--- config.mk ---
export PLATFORM = sky130hd
export DESIGN_NAME = miss_tracker
export DESIGN_NICKNAME = d
export VERILOG_FILES = /design/src/dcache_pkg.sv /design/src/miss_queue.sv /design/src/miss_tracker.sv
export SDC_FILE = /design/constraint.sdc
export NUM_CORES = 2
export LEC_CHECK = 0
export ABC_AREA = 1
export ABC_CLOCK_PERIOD_IN_PS = 6500
export BUFFER_PORTS_ARGS = -buffer_cell sky130_fd_sc_hd__buf_2
export CAP_MARGIN = 30
export CELL_PAD_IN_SITES_DETAIL_PLACEMENT = 1
export CELL_PAD_IN_SITES_GLOBAL_PLACEMENT = 2
export CORE_ASPECT_RATIO = 1.25
export CORE_MARGIN = 2
export CORE_UTILIZATION = 35
export CTS_CLUSTER_SIZE = 8
export DETAILED_ROUTE_END_ITERATION = 7
export PLACE_DENSITY_LB_ADDON = 0.1
export SYNTH_ARGS = -nofsm -noshare
export SYNTH_HDL_FRONTEND = slang
export SYNTH_SLANG_ARGS = --single-unit
--- constraint.sdc ---
create_clock -name clock -period 6.5 [get_ports clock]
set_input_delay 0.65 -clock clock [delete_from_list [all_inputs] [get_ports clock]]
set_output_delay 0.65 -clock clock [all_outputs]
set_load 0.03 [all_outputs]
--- src/dcache_pkg.sv ---
`default_nettype none

package dcache_pkg;

    localparam int ADDR_BITS    = 32;
    localparam int OFFSET_BITS  = 3;
    localparam int INDEX_BITS   = 4;
    localparam int CACHE_LINES  = 16;
    localparam int TAG_BITS     = ADDR_BITS - INDEX_BITS - OFFSET_BITS;
    localparam int MSHR_ENTRIES = 4;
    localparam int QUEUE_DEPTH  = 2;
    // tag 0 is reserved for "no transaction"
    localparam int MEM_TAG_BITS = 4;
    localparam int LQ_IDX_BITS  = 3;

    typedef logic [ADDR_BITS-1:0]    addr_t;
    typedef logic [31:0]             word_t;
    // eight bytes, four halves or two words
    typedef logic [63:0]             block_t;
    typedef logic [TAG_BITS-1:0]     tag_t;
    typedef logic [INDEX_BITS-1:0]   index_t;
    typedef logic [OFFSET_BITS-1:0]  offset_t;
    typedef logic [MEM_TAG_BITS-1:0] mem_tag_t;
    typedef logic [LQ_IDX_BITS-1:0]  lq_idx_t;
    typedef logic [MSHR_ENTRIES-1:0] entry_sel_t;

    typedef enum logic [1:0] {MEM_BYTE, MEM_HALF, MEM_WORD} mem_func_e;
    typedef enum logic [1:0] {MEM_NONE, MEM_LOAD, MEM_STORE} mem_command_e;
    typedef enum logic [1:0] {MSHR_INVALID, MSHR_PENDING, MSHR_WAIT_DATA} mshr_state_e;
    typedef enum logic {INST_LOAD, INST_STORE} inst_kind_e;

    typedef struct packed {
        logic    valid;
        addr_t   addr;
        lq_idx_t lq_idx;
    } load_req_t;

    typedef struct packed {
        logic      valid;
        addr_t     addr;
        mem_func_e func;
        word_t     data;
    } store_req_t;

    typedef struct packed {
        inst_kind_e kind;
        mem_func_e  func;
        word_t      data;
        offset_t    offset;
        lq_idx_t    lq_idx;
    } queue_packet_t;

    typedef struct packed {
        logic    valid;
        lq_idx_t lq_idx;
        word_t   data;
    } load_result_t;

    typedef struct packed {
        logic                                valid;
        tag_t                                tag;
        index_t                              index;
        queue_packet_t [QUEUE_DEPTH-1:0]     packets;
        logic          [QUEUE_DEPTH-1:0]     packet_valid;
    } fill_t;

    typedef struct packed {
        mem_command_e command;
        addr_t        addr;
        block_t       data;
    } mem_req_t;

    typedef struct packed {
        logic  valid;
        addr_t addr;
    } miss_read_t;

    typedef struct packed {
        logic   valid;
        addr_t  addr;
        block_t data;
    } victim_t;

    function automatic tag_t addr_tag(addr_t addr);
        return addr[ADDR_BITS-1 -: TAG_BITS];
    endfunction

    function automatic index_t addr_index(addr_t addr);
        return addr[OFFSET_BITS +: INDEX_BITS];
    endfunction

    function automatic offset_t addr_offset(addr_t addr);
        return addr[OFFSET_BITS-1:0];
    endfunction

endpackage

`default_nettype wire

--- src/miss_queue.sv ---
`default_nettype none

module miss_queue
    import dcache_pkg::*;
#(
    parameter int depth = QUEUE_DEPTH
) (
    input  logic                       clock,
    input  logic                       reset,
    // slot 0 is the load lane, slot 1 the store lane
    input  queue_packet_t [1:0]        push,
    input  logic          [1:0]        push_valid,
    output logic          [1:0]        push_accept,
    input  logic                       flush,
    output queue_packet_t [depth-1:0]  flush_packets,
    output logic          [depth-1:0]  flush_valid
);

    queue_packet_t [depth-1:0]  slots, slots_next;
    logic [$clog2(depth+1)-1:0] count, count_next;
    logic [$clog2(depth+1)-1:0] tail, tail_next;

    always_comb begin
        slots_next    = slots;
        count_next    = count;
        tail_next     = tail;
        push_accept   = '0;
        flush_packets = '0;
        flush_valid   = '0;

        if (flush) begin
            // oldest first, then empty
            for (int i = 0; i < depth; i++) begin
                if (i < count) begin
                    flush_valid[i]   = 1'b1;
                    flush_packets[i] = slots[i];
                end
            end
            count_next = '0;
            tail_next  = '0;
        end else begin
            for (int i = 0; i < 2; i++) begin
                if (push_valid[i] && count_next < depth) begin
                    slots_next[tail_next] = push[i];
                    tail_next             = (tail_next == depth - 1) ? '0 : tail_next + 1'b1;
                    count_next            = count_next + 1'b1;
                    push_accept[i]        = 1'b1;
                end
            end
        end
    end

    always_ff @(posedge clock) begin
        if (reset) begin
            count <= '0;
            tail  <= '0;
        end else begin
            count <= count_next;
            tail  <= tail_next;
        end
    end

    always_ff @(posedge clock) begin
        slots <= slots_next;
    end

    count_in_range: assert property (@(posedge clock) disable iff (reset) count <= depth);

endmodule

`default_nettype wire

--- src/miss_tracker.sv ---
`default_nettype none

module miss_tracker
    import dcache_pkg::*;
(
    input  logic       clock,
    input  logic       reset,
    input  load_req_t  load_req,
    input  store_req_t store_req,
    input  logic       load_miss,
    input  logic       store_miss,
    output logic       load_queued,
    output logic       store_queued,
    output miss_read_t miss_read,
    input  logic       issue_blocked,
    input  mem_tag_t   mem_response_tag,
    input  mem_tag_t   mem_data_tag,
    output fill_t      fill
);

    typedef struct packed {
        mshr_state_e state;
        tag_t        tag;
        index_t      index;
        mem_tag_t    mem_tag;
    } entry_t;

    entry_t [MSHR_ENTRIES-1:0] entries, entries_next;

    queue_packet_t [MSHR_ENTRIES-1:0][1:0]             push;
    logic          [MSHR_ENTRIES-1:0][1:0]             push_valid;
    logic          [MSHR_ENTRIES-1:0][1:0]             push_accept;
    queue_packet_t [MSHR_ENTRIES-1:0][QUEUE_DEPTH-1:0] flush_packets;
    logic          [MSHR_ENTRIES-1:0][QUEUE_DEPTH-1:0] flush_valid;

    // lane 0 is the load port, lane 1 the store port
    logic          [1:0] lane_miss;
    addr_t         [1:0] lane_addr;
    queue_packet_t [1:0] lane_packet;
    entry_sel_t    [1:0] lane_sel;

    entry_sel_t pending, issue_sel, fill_sel;

    function automatic entry_sel_t match_block(entry_t [MSHR_ENTRIES-1:0] table_in, addr_t addr);
        entry_sel_t sel;
        for (int j = 0; j < MSHR_ENTRIES; j++) begin
            sel[j] = table_in[j].state != MSHR_INVALID
                  && table_in[j].tag == addr_tag(addr)
                  && table_in[j].index == addr_index(addr);
        end
        return sel;
    endfunction

    function automatic entry_sel_t lowest_free(entry_t [MSHR_ENTRIES-1:0] table_in);
        entry_sel_t free;
        for (int j = 0; j < MSHR_ENTRIES; j++) begin
            free[j] = table_in[j].state == MSHR_INVALID;
        end
        return free & (~free + 1'b1);
    endfunction

    assign lane_miss   = {store_req.valid && store_miss, load_req.valid && load_miss};
    assign lane_addr   = {store_req.addr, load_req.addr};
    assign lane_packet = {
        queue_packet_t'{INST_STORE, store_req.func, store_req.data,
                        addr_offset(store_req.addr), '0},
        queue_packet_t'{INST_LOAD, MEM_WORD, '0, addr_offset(load_req.addr), load_req.lq_idx}
    };

    for (genvar j = 0; j < MSHR_ENTRIES; j++) begin : g_entry
        assign pending[j]  = entries[j].state == MSHR_PENDING;
        assign fill_sel[j] = entries[j].state == MSHR_WAIT_DATA && mem_data_tag != '0
                          && entries[j].mem_tag == mem_data_tag;

        miss_queue u_queue (
            .clock         (clock),
            .reset         (reset),
            .push          (push[j]),
            .push_valid    (push_valid[j]),
            .push_accept   (push_accept[j]),
            .flush         (fill_sel[j]),
            .flush_packets (flush_packets[j]),
            .flush_valid   (flush_valid[j])
        );
    end

    // lowest pending entry owns the read slot
    assign issue_sel = pending & (~pending + 1'b1);

    always_comb begin
        entries_next = entries;
        push         = '0;
        push_valid   = '0;
        lane_sel     = '0;

        // merge or allocate; store lane sees the load's allocation
        for (int lane = 0; lane < 2; lane++) begin
            if (lane_miss[lane]) begin
                lane_sel[lane] = match_block(entries_next, lane_addr[lane]);
                if (lane_sel[lane] == '0) begin
                    lane_sel[lane] = lowest_free(entries_next);
                end
            end
            for (int j = 0; j < MSHR_ENTRIES; j++) begin
                if (lane_sel[lane][j]) begin
                    push[j][lane]       = lane_packet[lane];
                    push_valid[j][lane] = 1'b1;
                    if (entries_next[j].state == MSHR_INVALID) begin
                        entries_next[j].state = MSHR_PENDING;
                        entries_next[j].tag   = addr_tag(lane_addr[lane]);
                        entries_next[j].index = addr_index(lane_addr[lane]);
                    end
                end
            end
        end

        for (int j = 0; j < MSHR_ENTRIES; j++) begin
            if (issue_sel[j] && !issue_blocked && mem_response_tag != '0) begin
                entries_next[j].state   = MSHR_WAIT_DATA;
                entries_next[j].mem_tag = mem_response_tag;
            end
            if (fill_sel[j]) begin
                entries_next[j].state = MSHR_INVALID;
            end
        end
    end

    always_comb begin
        load_queued  = 1'b0;
        store_queued = 1'b0;
        miss_read    = '0;
        fill         = '0;
        for (int j = 0; j < MSHR_ENTRIES; j++) begin
            load_queued  = load_queued | (lane_sel[0][j] & push_accept[j][0]);
            store_queued = store_queued | (lane_sel[1][j] & push_accept[j][1]);
            if (issue_sel[j]) begin
                miss_read.valid = 1'b1;
                miss_read.addr  = {entries[j].tag, entries[j].index, {OFFSET_BITS{1'b0}}};
            end
            if (fill_sel[j]) begin
                fill.valid        = 1'b1;
                fill.tag          = entries[j].tag;
                fill.index        = entries[j].index;
                fill.packets      = flush_packets[j];
                fill.packet_valid = flush_valid[j];
            end
        end
    end

    always_ff @(posedge clock) begin
        if (reset) begin
            for (int j = 0; j < MSHR_ENTRIES; j++) begin
                entries[j].state <= MSHR_INVALID;
            end
        end else begin
            entries <= entries_next;
        end
    end

    // a block is tracked by one entry at most
    for (genvar a = 0; a < MSHR_ENTRIES; a++) begin : g_unique
        for (genvar b = a + 1; b < MSHR_ENTRIES; b++) begin : g_pair
            unique_block: assert property (@(posedge clock) disable iff (reset)
                !(entries[a].state != MSHR_INVALID && entries[b].state != MSHR_INVALID
                  && entries[a].tag == entries[b].tag && entries[a].index == entries[b].index));
        end
    end

    single_fill_match: assert property (@(posedge clock) disable iff (reset) $onehot0(fill_sel));

endmodule

`default_nettype wire

### Word level (Yosys, flattened, before mapping)

Cells that the tools add are included.

| word-level totals | value |
|---|---|
| bits of input ports | 116 |
| logic and storage cells | 403 |
| bits in registers | 484 |
| output and inout port bits | 149 |

| cells by class | value |
|---|---|
| add/subtract/negate cells | 19 |
| $lt $le $gt $ge | 32 |
| equal/unequal tests | 36 |
| muxes and demuxes | 144 |
| bitwise operators | 21 |
| reduce and logical (&&, ||, !) cells | 83 |

Operator list:

| operator | count |
|---|---|
| $mux W82 | 12 |
| $mux W41 | 20 |
| $bwmux W82 | 8 |
| $mux W31 | 16 |
| $mux W114 | 4 |
| $demux W41 S1 | 8 |
| $eq A25 B25 Y1 | 8 |
| $mux W40 | 4 |
| $mux W33 | 4 |
| $mux W2 | 40 |
| $logic_and A1 B1 Y1 | 50 |
| $eq A4 B4 Y1 | 12 |
| $add A2 B1 Y2 const B | 16 |
| $lt A2 B2 Y1 const B | 16 |
| $eq A2 B1 Y1 const B | 12 |
| $mux W1 | 24 |
| $ge A2 B1 Y1 const B | 8 |
| $logic_not A2 Y1 | 8 |
| $lt A1 B2 Y1 const A | 8 |
| $mux W4 | 4 |
| $reduce_bool A2 Y1 | 8 |
| $add A4 B1 Y4 const B | 3 |
| $and A4 B4 Y4 | 3 |
| $not A4 Y4 | 3 |
| 10 further kinds | 36 |

### Depth between registers and ports, before layout

| logic depth | value |
|---|---|
| word-level depth | 21 |
| mapped depth | 33 |
| gate-level depth less buffers | 30 |

### By module

A second synthesis with hierarchy kept.

| unflattened totals | value |
|---|---|
| cells, all modules | 6949 |
| area, all modules | 43297.8 µm² |

Modules (own cells, without submodules):

| module | cells an instance | times used | sequential area each (µm²) | area each (µm²) |
|---|---|---|---|---|
| miss_queue | 865 | 4 | 2542.4 | 5988.2 |
| miss_tracker | 3489 | 1 | 4124.0 | 19344.8 |

### Worst setup path after synthesis

Ideal clock, no wire load.

| path | value |
|---|---|
| path type | input to output |
| start | in mem_data_tag[2] |
| end | out fill[12] (netlist name) |
| slack | -0.038 ns |
| data required time | 5.850 ns |
| path buffers | 2 |
| arrival time | 5.888 ns |
| cell stages on the path | 10 |
| path through | clkbuf_1 -> nor4_1 -> a211oi_1 -> nand3_1 -> nor2_1 -> inv_1 -> nor2_1 -> clkbuf_1 -> a22oi_1 -> o21ai_0 |

RTL lines:

| item | RTL line | RTL |
|---|---|---|
| start, declared | miss_tracker.sv:17 | `input mem_tag_t mem_data_tag,` |
| end, declared | miss_tracker.sv:18 | `output fill_t fill` |

### Worst setup path in the final report

| path | value |
|---|---|
| start | reg entries[104] (netlist name) |
| end | out store_queued |

| on the way | value |
|---|---|
| longest elaborated chain between the ends | 21 |
| elaborated cells on any way between the ends | 91 |
| classes of those cells | add/sub: 2; order compare: 4; eq/ne: 9; mux: 33; bitwise: 11; reduce/logical: 32 |

Ends and longest elaborated chain:

| item | RTL line | RTL |
|---|---|---|
| start, declared | miss_tracker.sv:28 | `entry_t [MSHR_ENTRIES-1:0] entries, entries_next;` |
| start signal, assigned | miss_tracker.sv:156 | `entries <= entries_next;` |
| $logic_not A2 Y1 / $reduce_bool A2 Y1 (equally long branches) | miss_tracker.sv:57, miss_tracker.sv:108, miss_tracker.sv:47 |  |
| $not A4 Y4 / $logic_and A1 B1 Y1 (equally long branches) | miss_tracker.sv:59, miss_tracker.sv:48 |  |
| $add A4 B1 Y4 / $logic_and A1 B1 Y1 (equally long branches) | miss_tracker.sv:59, miss_tracker.sv:49 |  |
| $and A4 B4 Y4 / $logic_not A4 Y1 (equally long branches) | miss_tracker.sv:59, miss_tracker.sv:100 |  |
| $mux W4 | miss_tracker.sv:100 | `if (lane_sel[lane] == '0) begin` |
| $mux W4 | miss_tracker.sv:98 | `if (lane_miss[lane]) begin` |
| $mux W31 | miss_tracker.sv:105 | `if (lane_sel[lane][j]) begin` |
| $eq A25 B25 Y1 (tied with other cells) | miss_tracker.sv:48 | `&& table_in[j].tag == addr_tag(addr)` |
| (+4 left out) | n/a |  |
| $mux W4 | miss_tracker.sv:98 |  |
| $mux W1 | miss_tracker.sv:105 |  |
| $logic_and A1 B1 Y1 | miss_queue.sv:43 | `if (push_valid[i] && count_next < depth) begin` |
| $mux W1 | miss_queue.sv:43 |  |
| $mux W2 | miss_queue.sv:31 | `if (flush) begin` |
| $and A1 B1 Y1 | miss_tracker.sv:135 | `store_queued = store_queued \| (lane_sel[1][j] & push_accept[j][1]);` |
| $or A1 B1 Y1 (2 in a row) | miss_tracker.sv:135 |  |
| $or A1 B1 Y1 * | miss_tracker.sv:135 |  |
| end, declared | miss_tracker.sv:13 | `output logic store_queued,` |

Every way passes the cells marked *; elsewhere a longest branch is shown, timed or not. The select of a mux whose other input is x is not followed.

==> metrics <==
status=finished clean; post-synthesis sequential element count=a little under 500; TritonCTS clock tree=done; Synth Warn #=0; RSZ-0062 raised after global routing=no; placeable core area=between 100,000 and 150,000 um^2; Hold Path Class=primary input to flip-flop; Initial DRT Pass Iterations=5; Largest stage delay, worst path=0.37 ns; CP Data Arrival Time=5.82 ns; cell types with the largest area share after synthesis=sky130_fd_sc_hd__edfxtp_1, sky130_fd_sc_hd__nand2_1, sky130_fd_sc_hd__nand3_1; average wire per standard cell=33.4 um; top cells by count, synth=sky130_fd_sc_hd__nand2_1, sky130_fd_sc_hd__nand3_1, sky130_fd_sc_hd__nor2_1, sky130_fd_sc_hd__inv_1, sky130_fd_sc_hd__edfxtp_1; fraction of the cycle the final worst path needs=99.6%; antenna violations before repair=26; clock latency on the worst-skew pair=roughly 0.7 ns; GRT Total Usage=a little over two fifths; DRC errors left=0; Post-Synthesis Cells=between 5,000 and 6,000; count of buffers inserted at the top-level ports=~260; gr ovfl total=0; slew margin rel.=around 28%; multi-input logic area=about 18,000 um^2; combined area of all synthesized cells=roughly 36,000 um^2; Peak supply drop=~0.18 mV; Max Root-Sink Buffers=3; RePlAce Congestion=1.08; Post-synth top flop=sky130_fd_sc_hd__edfxtp_1; total wire length after detailed routing=231 mm; post-route ant nets=0; area share of the largest cell type after synthesis=between 30% and 40%; EDFF count, synth=460; cell taking the most area after synthesis=sky130_fd_sc_hd__edfxtp_1; Max Slew Vio Count=0; P_leak=21.0 nW; CTS buffer count=72; most numerous cell on the critical path=sky130_fd_sc_hd__nand2_1; area of all sequential standard cells=about 14,000 um^2; Final Skew=~0.04 ns; boundary pin count=approximately 270; crit path max fanout=10; vias in the first global route=40,800; crit end category=primary output; CTS clock-pin slew for the worst setup and hold paths=around 0.05 ns; count of clock tree sinks=approximately 480; count of hold buffers inserted by post-cts repair=0; most common cell in the synthesized netlist=sky130_fd_sc_hd__nand2_1; final net count=around 5,700; number of placed instances, taps included=a little under 7,000; die width=about 290 um; vias per cell=around 5.8; crit path kind=flip-flop to primary output; number of vias after detailed routing=just over 40,000; setup TNS=0 ns; CTS H-tree lvls=3; area growth from synthesis to layout=16.9%; worst slew pin tran=1.07 ns; areal power density over the cells=279 nW/um^2; count of non-filler cells in the finished layout=between 6,000 and 7,000; achievable frequency=around 150 MHz; Req. time, crit path=5.85 ns; number of design-rule violations left by the first detailed-router iteration=between 3,000 and 4,000; Worst path slowest cell=sky130_fd_sc_hd__dfxtp_1; critical path startpoint category=flip-flop; starting density of the core=a little over a third; Die Y-Extent=between 300 and 400 um; Clock Root Buffer=sky130_fd_sc_hd__clkbuf_16; fillcell total=13,000; number of different library cells in the post-synthesis netlist=46; number of hold violations in the final report=0; placement row count=roughly 130; first-pass GRT wire length=roughly 320 mm; Post-Syn Area per Cell=between 6 and 7 um^2; Die Footprint=approximately 110,000 um^2; sequential-to-total area share from yosys stat=39.9%; share of layout cells above drive strength 1=roughly an eighth; Tmin final=about 6.5 ns; pin count of the biggest net entering global routing=between 100 and 150; half-perimeter wire length after detailed placement=approximately 170 mm; Max-Cap Viols=0; number of setup violations in the final report=0; Async S/R FF share, synth=0%
what timing repair did:
action                                  CTS  global route
endpoints found under the setup margin    1             1
hold endpoints to repair                  0             0
setup buffers                             0             4
gates resized for setup                   1            27
cells by family (layout without fill, tap and decap cells):
family / after synthesis / after routing / synth area share [%]
simple gates: 3224 / 3224 / 36.7
other cells: 1 / 17 / 0.0105
buf+inv: 850 / 1124 / 9.98
flops: 484 / 484 / 39.9
compound gates: 711 / 711 / 12.9
xor+xnor: 14 / 14 / 0.342
mux: 1 / 1 / 0.0314
fa+ha+maj: 4 / 4 / 0.140
worst max-delay path: cells and delay by family, from the launching register on:
family                 cells  cell delay [ns]
and+or+nand+nor           23             3.81
DFF                        1             0.37
buffers and inverters      5             0.84
AOI/OAI and AO/OA          1             0.12
placed cells by master, fill, tap and decap left out, types with 6 or more instances in the layout:
cell type	synthesis	final
sky130_fd_sc_hd__nor2_1	528	512
sky130_fd_sc_hd__nand2_1	2040	2023
sky130_fd_sc_hd__nand3_2	8	11
sky130_fd_sc_hd__a22o_1	8	8
sky130_fd_sc_hd__a221oi_1	20	20
sky130_fd_sc_hd__buf_4	41	176
sky130_fd_sc_hd__diode_2	0	14
sky130_fd_sc_hd__nand3b_1	11	11
sky130_fd_sc_hd__inv_1	494	491
sky130_fd_sc_hd__clkbuf_1	159	20
sky130_fd_sc_hd__nor2_2	7	11
sky130_fd_sc_hd__edfxtp_1	460	460
sky130_fd_sc_hd__o21ai_1	13	13
sky130_fd_sc_hd__buf_12	0	48
sky130_fd_sc_hd__dfxtp_1	24	20
sky130_fd_sc_hd__clkbuf_16	0	73
sky130_fd_sc_hd__a22oi_1	102	102
sky130_fd_sc_hd__o211ai_1	35	35
sky130_fd_sc_hd__xor2_1	14	14
sky130_fd_sc_hd__nand2_2	11	23
sky130_fd_sc_hd__a211oi_1	6	6
sky130_fd_sc_hd__nand3_1	548	541
sky130_fd_sc_hd__o22ai_1	13	13
sky130_fd_sc_hd__inv_2	34	37
sky130_fd_sc_hd__o221ai_1	72	72
sky130_fd_sc_hd__a21oi_1	68	68
sky130_fd_sc_hd__o21bai_1	111	111
sky130_fd_sc_hd__o21ai_0	246	242
sky130_fd_sc_hd__nor2_4	5	17
sky130_fd_sc_hd__clkinv_1	7	6
sky130_fd_sc_hd__buf_2	68	261
sky130_fd_sc_hd__nand2_4	4	9
sky130_fd_sc_hd__nand4_1	45	45
path summary, 6_finish.rpt:
path / from / slack, ns / depth (start not counted) / end
setup / recovery: entries[104] / 0.03 / 29 / store_queued
hold / removal: mem_response_tag[0] / 0.25 / 1 / entries[35]
setup reg to reg: entries[104] / 0.82 / 30 / g_entry[3].u_queue.slots[62]
hold reg to reg: entries[69] / 0.50 / 2 / entries[69]
area by class of cell:
cell class	instances	share of cell area (%)
Antenna cell	14	0.0836
Clock buffer	94	4.57
Clock inverter	8	0.298
Inverter	535	4.80
Multi-Input combinational cell	3957	43.6
Sequential cell	484	34.1
Tap cell	1330	3.97
Timing Repair Buffer	487	8.62
state kept, by name, summed over array words and instances (netlist names):
name                   count
g_entry.u_queue.count      8
g_entry.u_queue.tail       8
entries                  140
g_entry.u_queue.slots    328
stage by stage:
stage	power (W)	hold slack, ns	area, um^2	setup WS (ns)	util (%)
finish	0.0117	0.247	41900	0.0284	41.2
global placement	0.00779	0.475	39600	0.231	38.9
floorplan	0.00646	0.459	35900	0.174	-
CTS	0.0116	0.224	41700	0.0849	41.0
global route	0.0122	0.251	41900	0.0000226	41.2
detailed placement	0.00788	0.490	39700	0.278	39.0
power breakdown:
group	internal (W)	leakage [nW]	total, W	switching, W
clock network	0.00209	0.991	0.00371	0.00162
logic	0.000977	14.8	0.00325	0.00227
registers	0.00428	5.20	0.00475	0.000464
metal layers:
metal	vias up	track usage (%)	wire, um
li1	17900	-	-
met1	19600	42.3	75700
met2	1881	73.1	110000
met3	885	9.53	14900
met4	20	48.0	30300
met5	-	0	135
Power figures use the tool's default switching activity.
