File: src/dcache_pkg.sv
`default_nettype none

package dcache_pkg;

    localparam int ADDR_BITS    = 32;
    localparam int OFFSET_BITS  = 3;
    localparam int INDEX_BITS   = 4;
    localparam int CACHE_LINES  = 16;
    localparam int TAG_BITS     = ADDR_BITS - INDEX_BITS - OFFSET_BITS;
    localparam int MSHR_ENTRIES = 4;
    localparam int QUEUE_DEPTH  = 2;
    // tag 0 is reserved for "no transaction"
    localparam int MEM_TAG_BITS = 4;
    localparam int LQ_IDX_BITS  = 3;

    typedef logic [ADDR_BITS-1:0]    addr_t;
    typedef logic [31:0]             word_t;
    // eight bytes, four halves or two words
    typedef logic [63:0]             block_t;
    typedef logic [TAG_BITS-1:0]     tag_t;
    typedef logic [INDEX_BITS-1:0]   index_t;
    typedef logic [OFFSET_BITS-1:0]  offset_t;
    typedef logic [MEM_TAG_BITS-1:0] mem_tag_t;
    typedef logic [LQ_IDX_BITS-1:0]  lq_idx_t;
    typedef logic [MSHR_ENTRIES-1:0] entry_sel_t;

    typedef enum logic [1:0] {MEM_BYTE, MEM_HALF, MEM_WORD} mem_func_e;
    typedef enum logic [1:0] {MEM_NONE, MEM_LOAD, MEM_STORE} mem_command_e;
    typedef enum logic [1:0] {MSHR_INVALID, MSHR_PENDING, MSHR_WAIT_DATA} mshr_state_e;
    typedef enum logic {INST_LOAD, INST_STORE} inst_kind_e;

    typedef struct packed {
        logic    valid;
        addr_t   addr;
        lq_idx_t lq_idx;
    } load_req_t;

    typedef struct packed {
        logic      valid;
        addr_t     addr;
        mem_func_e func;
        word_t     data;
    } store_req_t;

    typedef struct packed {
        inst_kind_e kind;
        mem_func_e  func;
        word_t      data;
        offset_t    offset;
        lq_idx_t    lq_idx;
    } queue_packet_t;

    typedef struct packed {
        logic    valid;
        lq_idx_t lq_idx;
        word_t   data;
    } load_result_t;

    typedef struct packed {
        logic                                valid;
        tag_t                                tag;
        index_t                              index;
        queue_packet_t [QUEUE_DEPTH-1:0]     packets;
        logic          [QUEUE_DEPTH-1:0]     packet_valid;
    } fill_t;

    typedef struct packed {
        mem_command_e command;
        addr_t        addr;
        block_t       data;
    } mem_req_t;

    typedef struct packed {
        logic  valid;
        addr_t addr;
    } miss_read_t;

    typedef struct packed {
        logic   valid;
        addr_t  addr;
        block_t data;
    } victim_t;

    function automatic tag_t addr_tag(addr_t addr);
        return addr[ADDR_BITS-1 -: TAG_BITS];
    endfunction

    function automatic index_t addr_index(addr_t addr);
        return addr[OFFSET_BITS +: INDEX_BITS];
    endfunction

    function automatic offset_t addr_offset(addr_t addr);
        return addr[OFFSET_BITS-1:0];
    endfunction

endpackage

`default_nettype wire

File: src/memory_port.sv
`default_nettype none

module memory_port
    import dcache_pkg::*;
(
    input  logic       clock,
    input  logic       reset,
    input  victim_t    victim,
    input  miss_read_t miss_read,
    output mem_req_t   mem_req,
    output logic       issue_blocked
);

    // one-entry writeback buffer
    logic   wb_valid;
    addr_t  wb_addr;
    block_t wb_data;

    always_ff @(posedge clock) begin
        if (reset) begin
            wb_valid <= 1'b0;
        end else begin
            wb_valid <= victim.valid;
        end
    end

    always_ff @(posedge clock) begin
        if (victim.valid) begin
            wb_addr <= victim.addr;
            wb_data <= victim.data;
        end
    end

    // writeback goes ahead of any read
    assign issue_blocked = wb_valid;

    always_comb begin
        mem_req = '{command: MEM_NONE, addr: '0, data: '0};
        if (wb_valid) begin
            mem_req = '{command: MEM_STORE, addr: wb_addr, data: wb_data};
        end else if (miss_read.valid) begin
            mem_req = '{command: MEM_LOAD, addr: miss_read.addr, data: '0};
        end
    end

    // no new victim while the buffer still holds one
    no_victim_overrun: assert property (@(posedge clock) disable iff (reset)
        victim.valid |-> !wb_valid);

endmodule

`default_nettype wire

File: config.mk
export PLATFORM = sky130hd
export DESIGN_NAME = memory_port
export DESIGN_NICKNAME = d
export VERILOG_FILES = /design/src/dcache_pkg.sv /design/src/memory_port.sv
export SDC_FILE = /design/constraint.sdc
export NUM_CORES = 1
export LEC_CHECK = 0
export BUFFER_PORTS_ARGS = -buffer_cell sky130_fd_sc_hd__clkbuf_2
export CAP_MARGIN = 30
export CORE_MARGIN = 8
export CORE_UTILIZATION = 46
export DETAILED_ROUTE_END_ITERATION = 10
export GPL_TIMING_DRIVEN = 0
export PLACE_DENSITY_LB_ADDON = 0.1
export SLEW_MARGIN = 20
export SYNTH_ARGS = -nofsm -noshare
export SYNTH_HDL_FRONTEND = slang
export SYNTH_SLANG_ARGS = --single-unit
File: constraint.sdc
create_clock -name clock -period 2.29 [get_ports clock]
set_input_delay 0.229 -clock clock [delete_from_list [all_inputs] [get_ports clock]]
set_output_delay 0.229 -clock clock [all_outputs]
set_load 0.005 [all_outputs]
# ---- Word-level counts from Yosys, hierarchy flattened
# Index checks and enable logic that the tools add are counted.
# Widths: inputs -> output; s select.
dict set report word_totals {
  regBits 97
}
dict set report op_classes {
  muxes 2
}
# op count
set op_table {}
lappend op_table {{$mux 98} 1}
lappend op_table {{$mux 97} 1}

# ---- Depth between registers and ports, before layout
# Gate-level depths: netlist of run 1.
dict set report depth {
  word_depth 2
  depth_mapped 5
}

# ---- Worst setup path before layout of run 1
# No wires, ideal clock.
dict set report synth_path {
  path_type {reg2out}
  from {register wb_valid, in the netlist issue_blocked}
  to {output port mem_req[84] (netlist bit)}
  path_slack_ps 1116
  stages_incl_launch_ff 6
  t_arrival_ps 945
  cell_sequence {dfxtp_1 > buf_6 > nor2b_4 > buf_6 > buf_6 > a22o_1}
}
# element line
set synth_rtl {}
lappend synth_rtl {{from (decl)} memory_port.sv:15} ;# logic wb_valid;
lappend synth_rtl {{from (signal assigned)} memory_port.sv:23} ;# wb_valid <= victim.valid;
lappend synth_rtl {{to (decl)} memory_port.sv:10} ;# output mem_req_t mem_req,

==> flow_metrics.tcl, run 1 <==
set metrics [dict create \
    dpl_cell_area_um2 5010 \
    coreArea_um2 8010 \
    seq_area_frac_synth_pct 78.0 \
    drt_iter0_drc 106 \
    overflow 0 \
    cts_tree "built" \
    fp-row-count 33 \
    setup_viol 0 \
    synth_mux_area_share_pct 0 \
    place_inst 548 \
    synth_cells 213 \
    place.gp.congestion 0.812 \
    start_util_pct 46.4 \
    clock-sinks 97 \
    die_x_um 106 \
    hp-class "in2reg" \
    grt_usage_pct 17.2 \
    grt_antenna_before_repair 0 \
    required_ns 2.06 \
    tightest_slew_ns 0.743 \
    vias 2657 \
    post_cts_buffers 0 \
    ctsLongestPathBuffers 2 \
    yosys.area.top_type_share_pct 77.5 \
    nNetsFinal 586 \
    synth.distinct_cells 13 \
    drc 0 \
    rsz0062_at_grt "false" \
    setup_tns_ns 0 \
    synth_top_area_cell "edfxtp_1" \
    max_cap_violations 0 \
    dieHeight_um 106 \
    synthSimpleGateAreaFrac_pct 11.5 \
    wl_um 10000 \
    hpwl_um 8030 \
    worstPathArrival_ns 1.54 \
    p_per_area_nw_per_um2 695 \
    firstDrtPassIters 4 \
    power_leakage_nw 2.43 \
    seq_area_um2 2900 \
    grt_pass1_vias 2824 \
    clk_transition_reported_paths_ns 0.08 \
    cts_resized 0 \
    postRouteAntennaNets 0 \
    wire_per_inst_um 17.8 \
    outcome "finished clean" \
    period_share_pct 77.3 \
    yosys-top-cells-area "edfxtp_1, and2_1, a22o_1, buf_6, dfxtp_1" \
    grt_pass1_wl_um 14900 \
    cts_root_buffer "clkbuf_8" \
    port_buffers 230 \
    viasPerCell 4.71 \
    finalMaxSlewViolations 0 \
    ir_drop_mv 0.459 \
    yosys.area_share.xor_xnor_pct 0 \
    critical_path_class "reg2out" \
    cts-buffers-inserted 9 \
    n_antenna_cell 0 \
    start_kind "flop" \
    synth-warning-count 0 \
    synth_seq_cells 97 \
    hold_viol_final 0 \
    slew_headroom_pct 50.5 \
    fillers 641 \
    multi_input_area_um2 704 \
    synth.avg_cell_area_um2 17.5 \
    drive_gt1_share_pct 56.6 \
    synth_top_family_by_area "simple AND/OR/NAND/NOR gates" \
    synthesis.area_um2 3720 \
    end_kind "output pin" \
    stdcell_count 564 \
    syn_to_final_growth_pct 39.9 \
    stdcell_area_um2 5200 \
    syn_nets 345 \
    pre_cts_slack_ns 0.875 \
    period_needed_ns 1.77 \
    synth_compound_area_share_pct 7.43 \
    layout_setup_ws_ns 0.520 \
    hold_buffers 0 \
    max_freq_ghz 0.565 \
    synth_fa_ha_area_share_pct 0 \
    grt_max_degree 98 \
    htreeDepth 3 \
    ios 231 \
    path_max_fanout 10 \
    dieArea_um2 11200 \
]
[worst max-delay path: stages (launching register included)]
cell      delay (ns)
dfxtp_1         0.38
buf_6           0.16
buf_4           0.18
clkbuf_2        0.20
and2_1          0.16
clkbuf_2        0.11
[metrics by stage]
step / util (%) / hold WS, ns / power (W)
floorplan: - / 0.301 / 0.00230
global placement: 62.4 / 0.387 / 0.00258
detailed placement: 62.6 / 0.408 / 0.00259
CTS: 65.0 / 0.0241 / 0.00366
global route: 65.0 / 0.0117 / 0.00377
finish: 65.0 / 0.0423 / 0.00362
[final cells by class]
| class | count | area share, % |
|---|---|---|
| clock inverter | 7 | 1.35 |
| multi-input combinational | 100 | 13.5 |
| buffer | 16 | 2.16 |
| tap | 105 | 2.52 |
| clock buffer | 9 | 2.38 |
| sequential | 97 | 55.8 |
| timing repair buffer | 230 | 22.3 |
[per-layer routing]
| metal | vias to the layer above | track usage, % | part of all wire (%) |
|---|---|---|---|
| li1 | 1274 | - | - |
| met1 | 1220 | 16.6 | 34 |
| met2 | 143 | 30.1 | 51 |
| met3 | 20 | 9.20 | 12 |
| met4 | 0 | 7.34 | 2.7 |
| met5 | - | 0 | 0 |
[final timing paths]
| path | start | to | slack (ns) | cells after the start |
|---|---|---|---|---|
| setup / recovery | issue_blocked$_SDFF_PP0_ | mem_req[35] | 0.52 | 5 |
| hold / removal | reset | issue_blocked$_SDFF_PP0_ | 0.04 | 2 |
[cell usage in the layout (no fill, tap or decap), drive strengths merged]
cell / count
clkinv: 4
buf: 10
and2: 64
dfxtp: 1
nand2: 2
nor2b: 2
a22o: 31
inv: 1
o21ai: 1
clkbuf: 245
clkinvlp: 1
edfxtp: 96
bufinv: 1
[synthesized netlist by cell type, drive strengths merged]
cell and n:
edfxtp 96, and2 64, a22o 31, buf 10, clkbuf 6, nand2 2
nor2b 2, dfxtp 1, o21ai 1
[flip-flops by register name, summed over array words and instances (netlist names)]
| signal | flops |
|---|---|
| issue_blocked | 1 |
| wb_addr | 32 |
| wb_data | 64 |
[kinds of logic after synthesis]
family | Yosys count
flip-flops | 97
AND/OR/NAND/NOR | 68
AO/OA/AOI/OAI | 32
buffers and inverters | 16
[power breakdown]
part / switching, W / internal, W
logic: 0.000181 / 0.000219
clock network: 0.000574 / 0.000505
registers: 0.0000363 / 0.00210
Power figures use the tool's default switching activity.
==> run 2: changes to the inputs <==
--- a/config.mk
+++ b/config.mk
@@ -5,10 +5,11 @@
 export SDC_FILE = /design/constraint.sdc
 export NUM_CORES = 1
 export LEC_CHECK = 0
+export ABC_AREA = 1
 export BUFFER_PORTS_ARGS = -buffer_cell sky130_fd_sc_hd__clkbuf_2
 export CAP_MARGIN = 30
 export CORE_MARGIN = 8
-export CORE_UTILIZATION = 46
+export CORE_UTILIZATION = 39
 export DETAILED_ROUTE_END_ITERATION = 10
 export GPL_TIMING_DRIVEN = 0
 export PLACE_DENSITY_LB_ADDON = 0.1
==> constraint.sdc (replaced) <==
create_clock -name clock -period 1.6 [get_ports clock]
set_input_delay 0.16 -clock clock [delete_from_list [all_inputs] [get_ports clock]]
set_output_delay 0.16 -clock clock [all_outputs]
set_load 0.005 [all_outputs]
==> run 2 against run 1 <==
Net effect: clock power rose by 20%; worst setup slack lost 0.44 ns; global-route usage barely moved; synthesized cell count rose by 62%; clock-buffer cell count grew 2; critical path depth increased by 1; die area up 21%; routed wire length grew 21%; sequential cell count unchanged; final area grew 24%; sequential power grew 43%; largest power group unchanged.
==> flow_metrics.tcl, run 2 <==
set metrics [dict create \
    place_inst 707 \
    worstPathCellList "buf_12 > inv_6 > buf_6 > nand3_1 > nand2_1 > clkbuf_2" \
    viasPerCell 4.34 \
    setup_tns_ns 0 \
    yosys-top-cells-area "edfxtp_1, nand2_1, inv_1, nand3_1, buf_6" \
    hp-class "in2reg" \
    switching_share_pct 22.8 \
    grt_usage_pct 17.2 \
    critical_path_class "reg2out" \
    die_x_um 117 \
    dpl_cell_area_um2 5270 \
    max_cap_violations 0 \
    port_buffers 229 \
    synth-async-reset-ratio_pct 0 \
    nNetsFinal 818 \
    finalMaxSlewViolations 0 \
    p_comb_share_pct 16.1 \
    start_kind "flop" \
    drc 0 \
    place.gp.congestion 0.794 \
    htreeDepth 3 \
    hold_viol_final 0 \
    overflow 0 \
    largest_reg_flops 64 \
    stdcell_count 821 \
    grt_antenna_before_repair 0 \
    p_int_w 0.00401 \
    ctsLongestPathBuffers 2 \
    slew_headroom_pct 49.2 \
    layout_commonest_cell "clkbuf_2" \
    tightest_slew_ns 0.763 \
    post-synth-top-count-cell "nand2_1" \
    max_freq_ghz 0.657 \
    worstPathArrival_ns 1.36 \
    vias 3567 \
    grt_pass1_vias 3815 \
    ios 231 \
    pre_cts_slack_ns 0.345 \
    coreArea_um2 9820 \
    dieHeight_um 117 \
    hpwl_um 8280 \
    grt_max_degree 98 \
    layout_setup_ws_ns 0.0791 \
    end_kind "output pin" \
    cts-buffers-inserted 9 \
    yosys.area.top_type_share_pct 73.1 \
    syn_to_final_growth_pct 64.0 \
    seq_area_um2 2910 \
    synth_cells 345 \
    n_antenna_cell 0 \
    wire_per_inst_um 14.8 \
    grt_pass1_wl_um 18000 \
    clock-sinks 97 \
    multi_input_area_um2 648 \
    fp-row-count 36 \
    firstDrtPassIters 5 \
    synthesis.area_um2 3950 \
    cpPeakStageDelay_ns 0.36 \
    required_ns 1.44 \
    synth_top_area_cell "edfxtp_1" \
    outcome "finished clean" \
    switchingPower_w 0.00118 \
    drt_iter0_drc 180 \
    top_register "wb_data" \
    start_util_pct 40.2 \
    period_share_pct 95.1 \
    cts_tree "built" \
    postRouteAntennaNets 0 \
    cts_root_buffer "clkbuf_8" \
    synth_edf_count 96 \
    p_clk_share_pct 24.9 \
    p_per_area_nw_per_um2 802 \
    synth_common_cells "nand2_1, edfxtp_1, inv_1, nand3_1, buf_2" \
    fillers 776 \
    synth.distinct_cells 10 \
    synth_seq_cells 97 \
    crit_path_top_delay_cell "dfxtp_4" \
    synth-warning-count 0 \
    setup_viol 0 \
    seqPwrFrac_pct 59.0 \
    power_leakage_nw 3.49 \
    syn_nets 477 \
    drive_gt1_share_pct 38.5 \
    synth.avg_cell_area_um2 11.4 \
    stdcell_area_um2 6470 \
    ir_drop_mv 0.647 \
    ys.flop_type "edfxtp_1" \
    seq_area_frac_synth_pct 73.6 \
    dieArea_um2 13600 \
    path_max_fanout 9 \
    period_needed_ns 1.52 \
    clk_transition_reported_paths_ns 0.08 \
    wl_um 12100 \
    layout_common_cells "clkbuf_2, nand2_1, dlygate4sd3_1" \
]
run 2: cell types whose count changed in the layout (fill, tap and decap cells not counted), moves of 2 or more:
cell / change
clkinv_2: -2
nor2_1: +2
inv_1: +65
buf_8: +3
clkbuf_4: +4
nand3_1: +32
dlygate4sd3_1: +97
clkbuf_2: -4
and2_1: -64
nand2_1: +126
a22o_1: -31
buf_2: +3
run 2: cell type report:
type	instances	area share, %
Sequential cell	97	44.9
Inverter	67	3.96
Timing Repair Buffer	330	33.6
Tap cell	133	2.57
Multi-Input combinational cell	162	10.0
Clock buffer	11	2.03
Clock inverter	2	0.135
Buffer	19	2.75
run 2: power by group through the flow:
stage	combinational, W	clock, W	sequential (W)
finish	0.000836	0.00130	0.00306
CTS	0.000811	0.00135	0.00306
global placement	0.000599	0	0.00312
floorplan	0.000216	0	0.00311
detailed placement	0.000614	0	0.00312
global route	0.000919	0.00145	0.00308
run 2: timing repair:
item                       4_1_cts  5_1_grt
gates cloned                     0        2
hold endpoints to repair        97        0
setup endpoints to repair       42       64
buffers inserted                 0        2
hold buffers                    97        0
gates resized for setup          2       15
run 2: path summary, 6_finish.rpt:
path / cells past startpoint / end / slack (ns) / start
hold / removal: 3 / issue_blocked$_SDFF_PP0_ / 0.46 / victim[96]
setup / recovery: 6 / mem_req[69] / 0.08 / issue_blocked$_SDFF_PP0_
run 2: logic make-up (layout without fill, tap and decap cells):
group / Yosys count / in the layout / share of synthesized area [%]
flops: 97 / 97 / 73.6
simple gates: 162 / 162 / 16.4
buf+inv: 86 / 429 / 10.0
run 2: critical path: cells and delay by family (launching register included):
kind,cells,cell delay (ns)
buffers and inverters,4,0.45
flip-flops,1,0.36
AND/OR/NAND/NOR,2,0.19
run 2: per-layer routing:
metal	routed length, um	up-vias	track usage, %
li1	-	1763	-
met1	4500	1619	17.3
met2	6230	162	31.6
met3	1130	23	5.38
met4	252	0	8.36
met5	0	-	0
run 2: stage by stage:
step	util [%]	hold WS (ns)	power (W)
final	65.9	0.457	0.00519
after global routing	65.9	0.485	0.00545
after CTS	65.0	0.440	0.00522
after detailed placement	53.6	0.327	0.00373
after global placement	53.6	0.331	0.00372
after floorplan	-	0.231	0.00332
==> run 3: changes to the inputs <==
--- a/config.mk
+++ b/config.mk
@@ -6,12 +6,13 @@
 export NUM_CORES = 1
 export LEC_CHECK = 0
 export ABC_AREA = 1
-export BUFFER_PORTS_ARGS = -buffer_cell sky130_fd_sc_hd__clkbuf_2
+export BUFFER_PORTS_ARGS = -buffer_cell sky130_fd_sc_hd__buf_4
 export CAP_MARGIN = 30
 export CORE_MARGIN = 8
 export CORE_UTILIZATION = 39
 export DETAILED_ROUTE_END_ITERATION = 10
 export GPL_TIMING_DRIVEN = 0
+export MAX_ROUTING_LAYER = met4
 export PLACE_DENSITY_LB_ADDON = 0.1
 export SLEW_MARGIN = 20
 export SYNTH_ARGS = -nofsm -noshare
==> run 3 against run 2 <==
Net effect: core utilization increased by 6.1 points; die area unchanged; first-iteration DRC count decreased by 4.4%; global-route usage increased by 1.5 points; clock power increased by 23%; largest cell class unchanged; highest routed layer unchanged.
==> flow_metrics.tcl, run 3 (same netlist as run 2, synthesis figures left out) <==
set metrics [dict create \
    p_int_w 0.00444 \
    top_register "wb_data" \
    worst-path-buf-inv 5 \
    utilization_pct 72.0 \
    clk_transition_reported_paths_ns 0.09 \
    hp-class "in2reg" \
    die_x_um 117 \
    crit_path_top_delay_cell "dfxtp_4" \
    hold_viol_final 0 \
    cts-buffers-inserted 9 \
    coreArea_um2 9820 \
    grt_max_degree 51 \
    htreeDepth 3 \
    worstPathArrival_ns 1.38 \
    layout_commonest_cell "buf_4" \
    p_comb_share_pct 17.7 \
    grt_antenna_before_repair 0 \
    ctsLongestPathBuffers 2 \
    drt_iter0_drc 172 \
    grt_usage_pct 18.7 \
    rsz0062_at_grt "true" \
    n_antenna_cell 0 \
    path_max_fanout 10 \
    nNetsFinal 816 \
    end_kind "output pin" \
    wire_per_inst_um 15.6 \
    crit_top_cell "buf_8" \
    hpwl_um 8680 \
    port_buffers 229 \
    layout_common_cells "buf_4, nand2_1, dlygate4sd3_1" \
    worstPathCellList "buf_8 > buf_12 > buf_8 > nand2_1 > inv_1 > buf_4" \
    critical_path_class "reg2out" \
    slew_headroom_pct 55.7 \
    wl_um 12900 \
    grt_pass1_wl_um 18600 \
    syn_to_final_growth_pct 79.1 \
    seqPwrFrac_pct 54.1 \
    setup_viol 0 \
    p_clk_share_pct 28.2 \
    setup_tns_ns 0 \
    postRouteAntennaNets 0 \
    path_delay_family "buffers and inverters" \
    firstDrtPassIters 5 \
    max_cap_violations 0 \
    holdPathEnd "issue_blocked$_SDFF_PP0_" \
    tightest_slew_ns 0.665 \
    drive_gt1_share_pct 38.8 \
    largest_reg_flops 64 \
    start_util_pct 40.2 \
    outcome "finished clean" \
    dieArea_um2 13600 \
    start_kind "flop" \
    ios 231 \
    period_share_pct 96.5 \
    worstHoldStart "victim[96]" \
    ir_drop_mv 0.594 \
    overflow 0 \
    vias 3567 \
    dieHeight_um 117 \
    viasPerCell 4.34 \
    required_ns 1.44 \
    grt_pass1_vias 3790 \
    switchingPower_w 0.00123 \
    cpPeakStageDelay_ns 0.36 \
    switching_share_pct 21.7 \
    path_depth 6 \
    period_needed_ns 1.54 \
    p_per_area_nw_per_um2 801 \
    fillers 679 \
    finalMaxSlewViolations 0 \
    place.gp.congestion 0.827 \
    clock-sinks 97 \
    power_leakage_nw 3.66 \
    min_path_cells 3 \
    cts_tree "built" \
    max_freq_ghz 0.648 \
    cts_root_buffer "clkbuf_8" \
    fp-row-count 36 \
    drc 0 \
]
run 3: cell types whose count changed in the layout (fill, tap and decap cells not counted), sizes merged:
| cell | change |
|---|---|
| buf | +232 |
| bufinv | +1 |
| clkbuf | -232 |
run 3: worst max-delay path by stage:
stage / startpoint / end
2_1_floorplan: issue_blocked$_SDFF_PP0_ / mem_req[25]
3_3_place_gp: victim[96] / wb_addr[14]$_DFFE_PP_
3_5_place_dp: victim[96] / wb_addr[14]$_DFFE_PP_
4_1_cts: issue_blocked$_SDFF_PP0_ / mem_req[33]
5_1_grt: issue_blocked$_SDFF_PP0_ / mem_req[27]
6_report: issue_blocked$_SDFF_PP0_ / mem_req[29]
run 3: stage by stage:
step	power [W]	cells	hold WS (ns)	worst slack [ns]	cell area, um^2
global placement	0.00388	707	0.317	0.120	5830
floorplan	0.00332	345	0.231	0.606	3950
CTS	0.00569	821	0.304	0.0156	7030
detailed placement	0.00391	708	0.321	0.231	5860
finish	0.00566	822	0.336	0.0565	7070
global route	0.00588	822	0.346	-0.0123	7070
run 3: metal layers:
layer,up-vias,track usage [%],part of all wire (%)
met4,0,7.51,1.8
li1,1762,-,-
met5,-,-,0
met3,21,5.27,8.5
met2,154,34.5,54
met1,1630,18.1,36
run 3: power groups by stage:
| stage | clock, W | combinational [W] | sequential, W |
|---|---|---|---|
| 4_1_cts | 0.00163 | 0.000989 | 0.00306 |
| 5_1_grt | 0.00172 | 0.00109 | 0.00308 |
| 3_3_place_gp | 0 | 0.000762 | 0.00311 |
| 6_report | 0.00160 | 0.00100 | 0.00306 |
| 3_5_place_dp | 0 | 0.000786 | 0.00312 |
| 2_1_floorplan | 0 | 0.000216 | 0.00311 |
run 3: area by class of cell:
cell class                 instances  area (um^2)  share of cell area (%)
tap                              133          166                    2.35
sequential                        97         2910                    41.1
inverter                          67          254                    3.59
buffer                            19          168                    2.37
clock inverter                     3         40.0                   0.567
multi-input combinational        162          648                    9.17
timing repair buffer             328         2730                    38.6
clock buffer                      13          159                    2.25
run 3: what timing repair did:
item	4_1_cts	5_1_grt
hold endpoints to repair	97	0
pin swaps	0	1
hold buffers	97	0
endpoints found under the setup margin	35	61
setup buffers	0	1
resized for setup	2	7
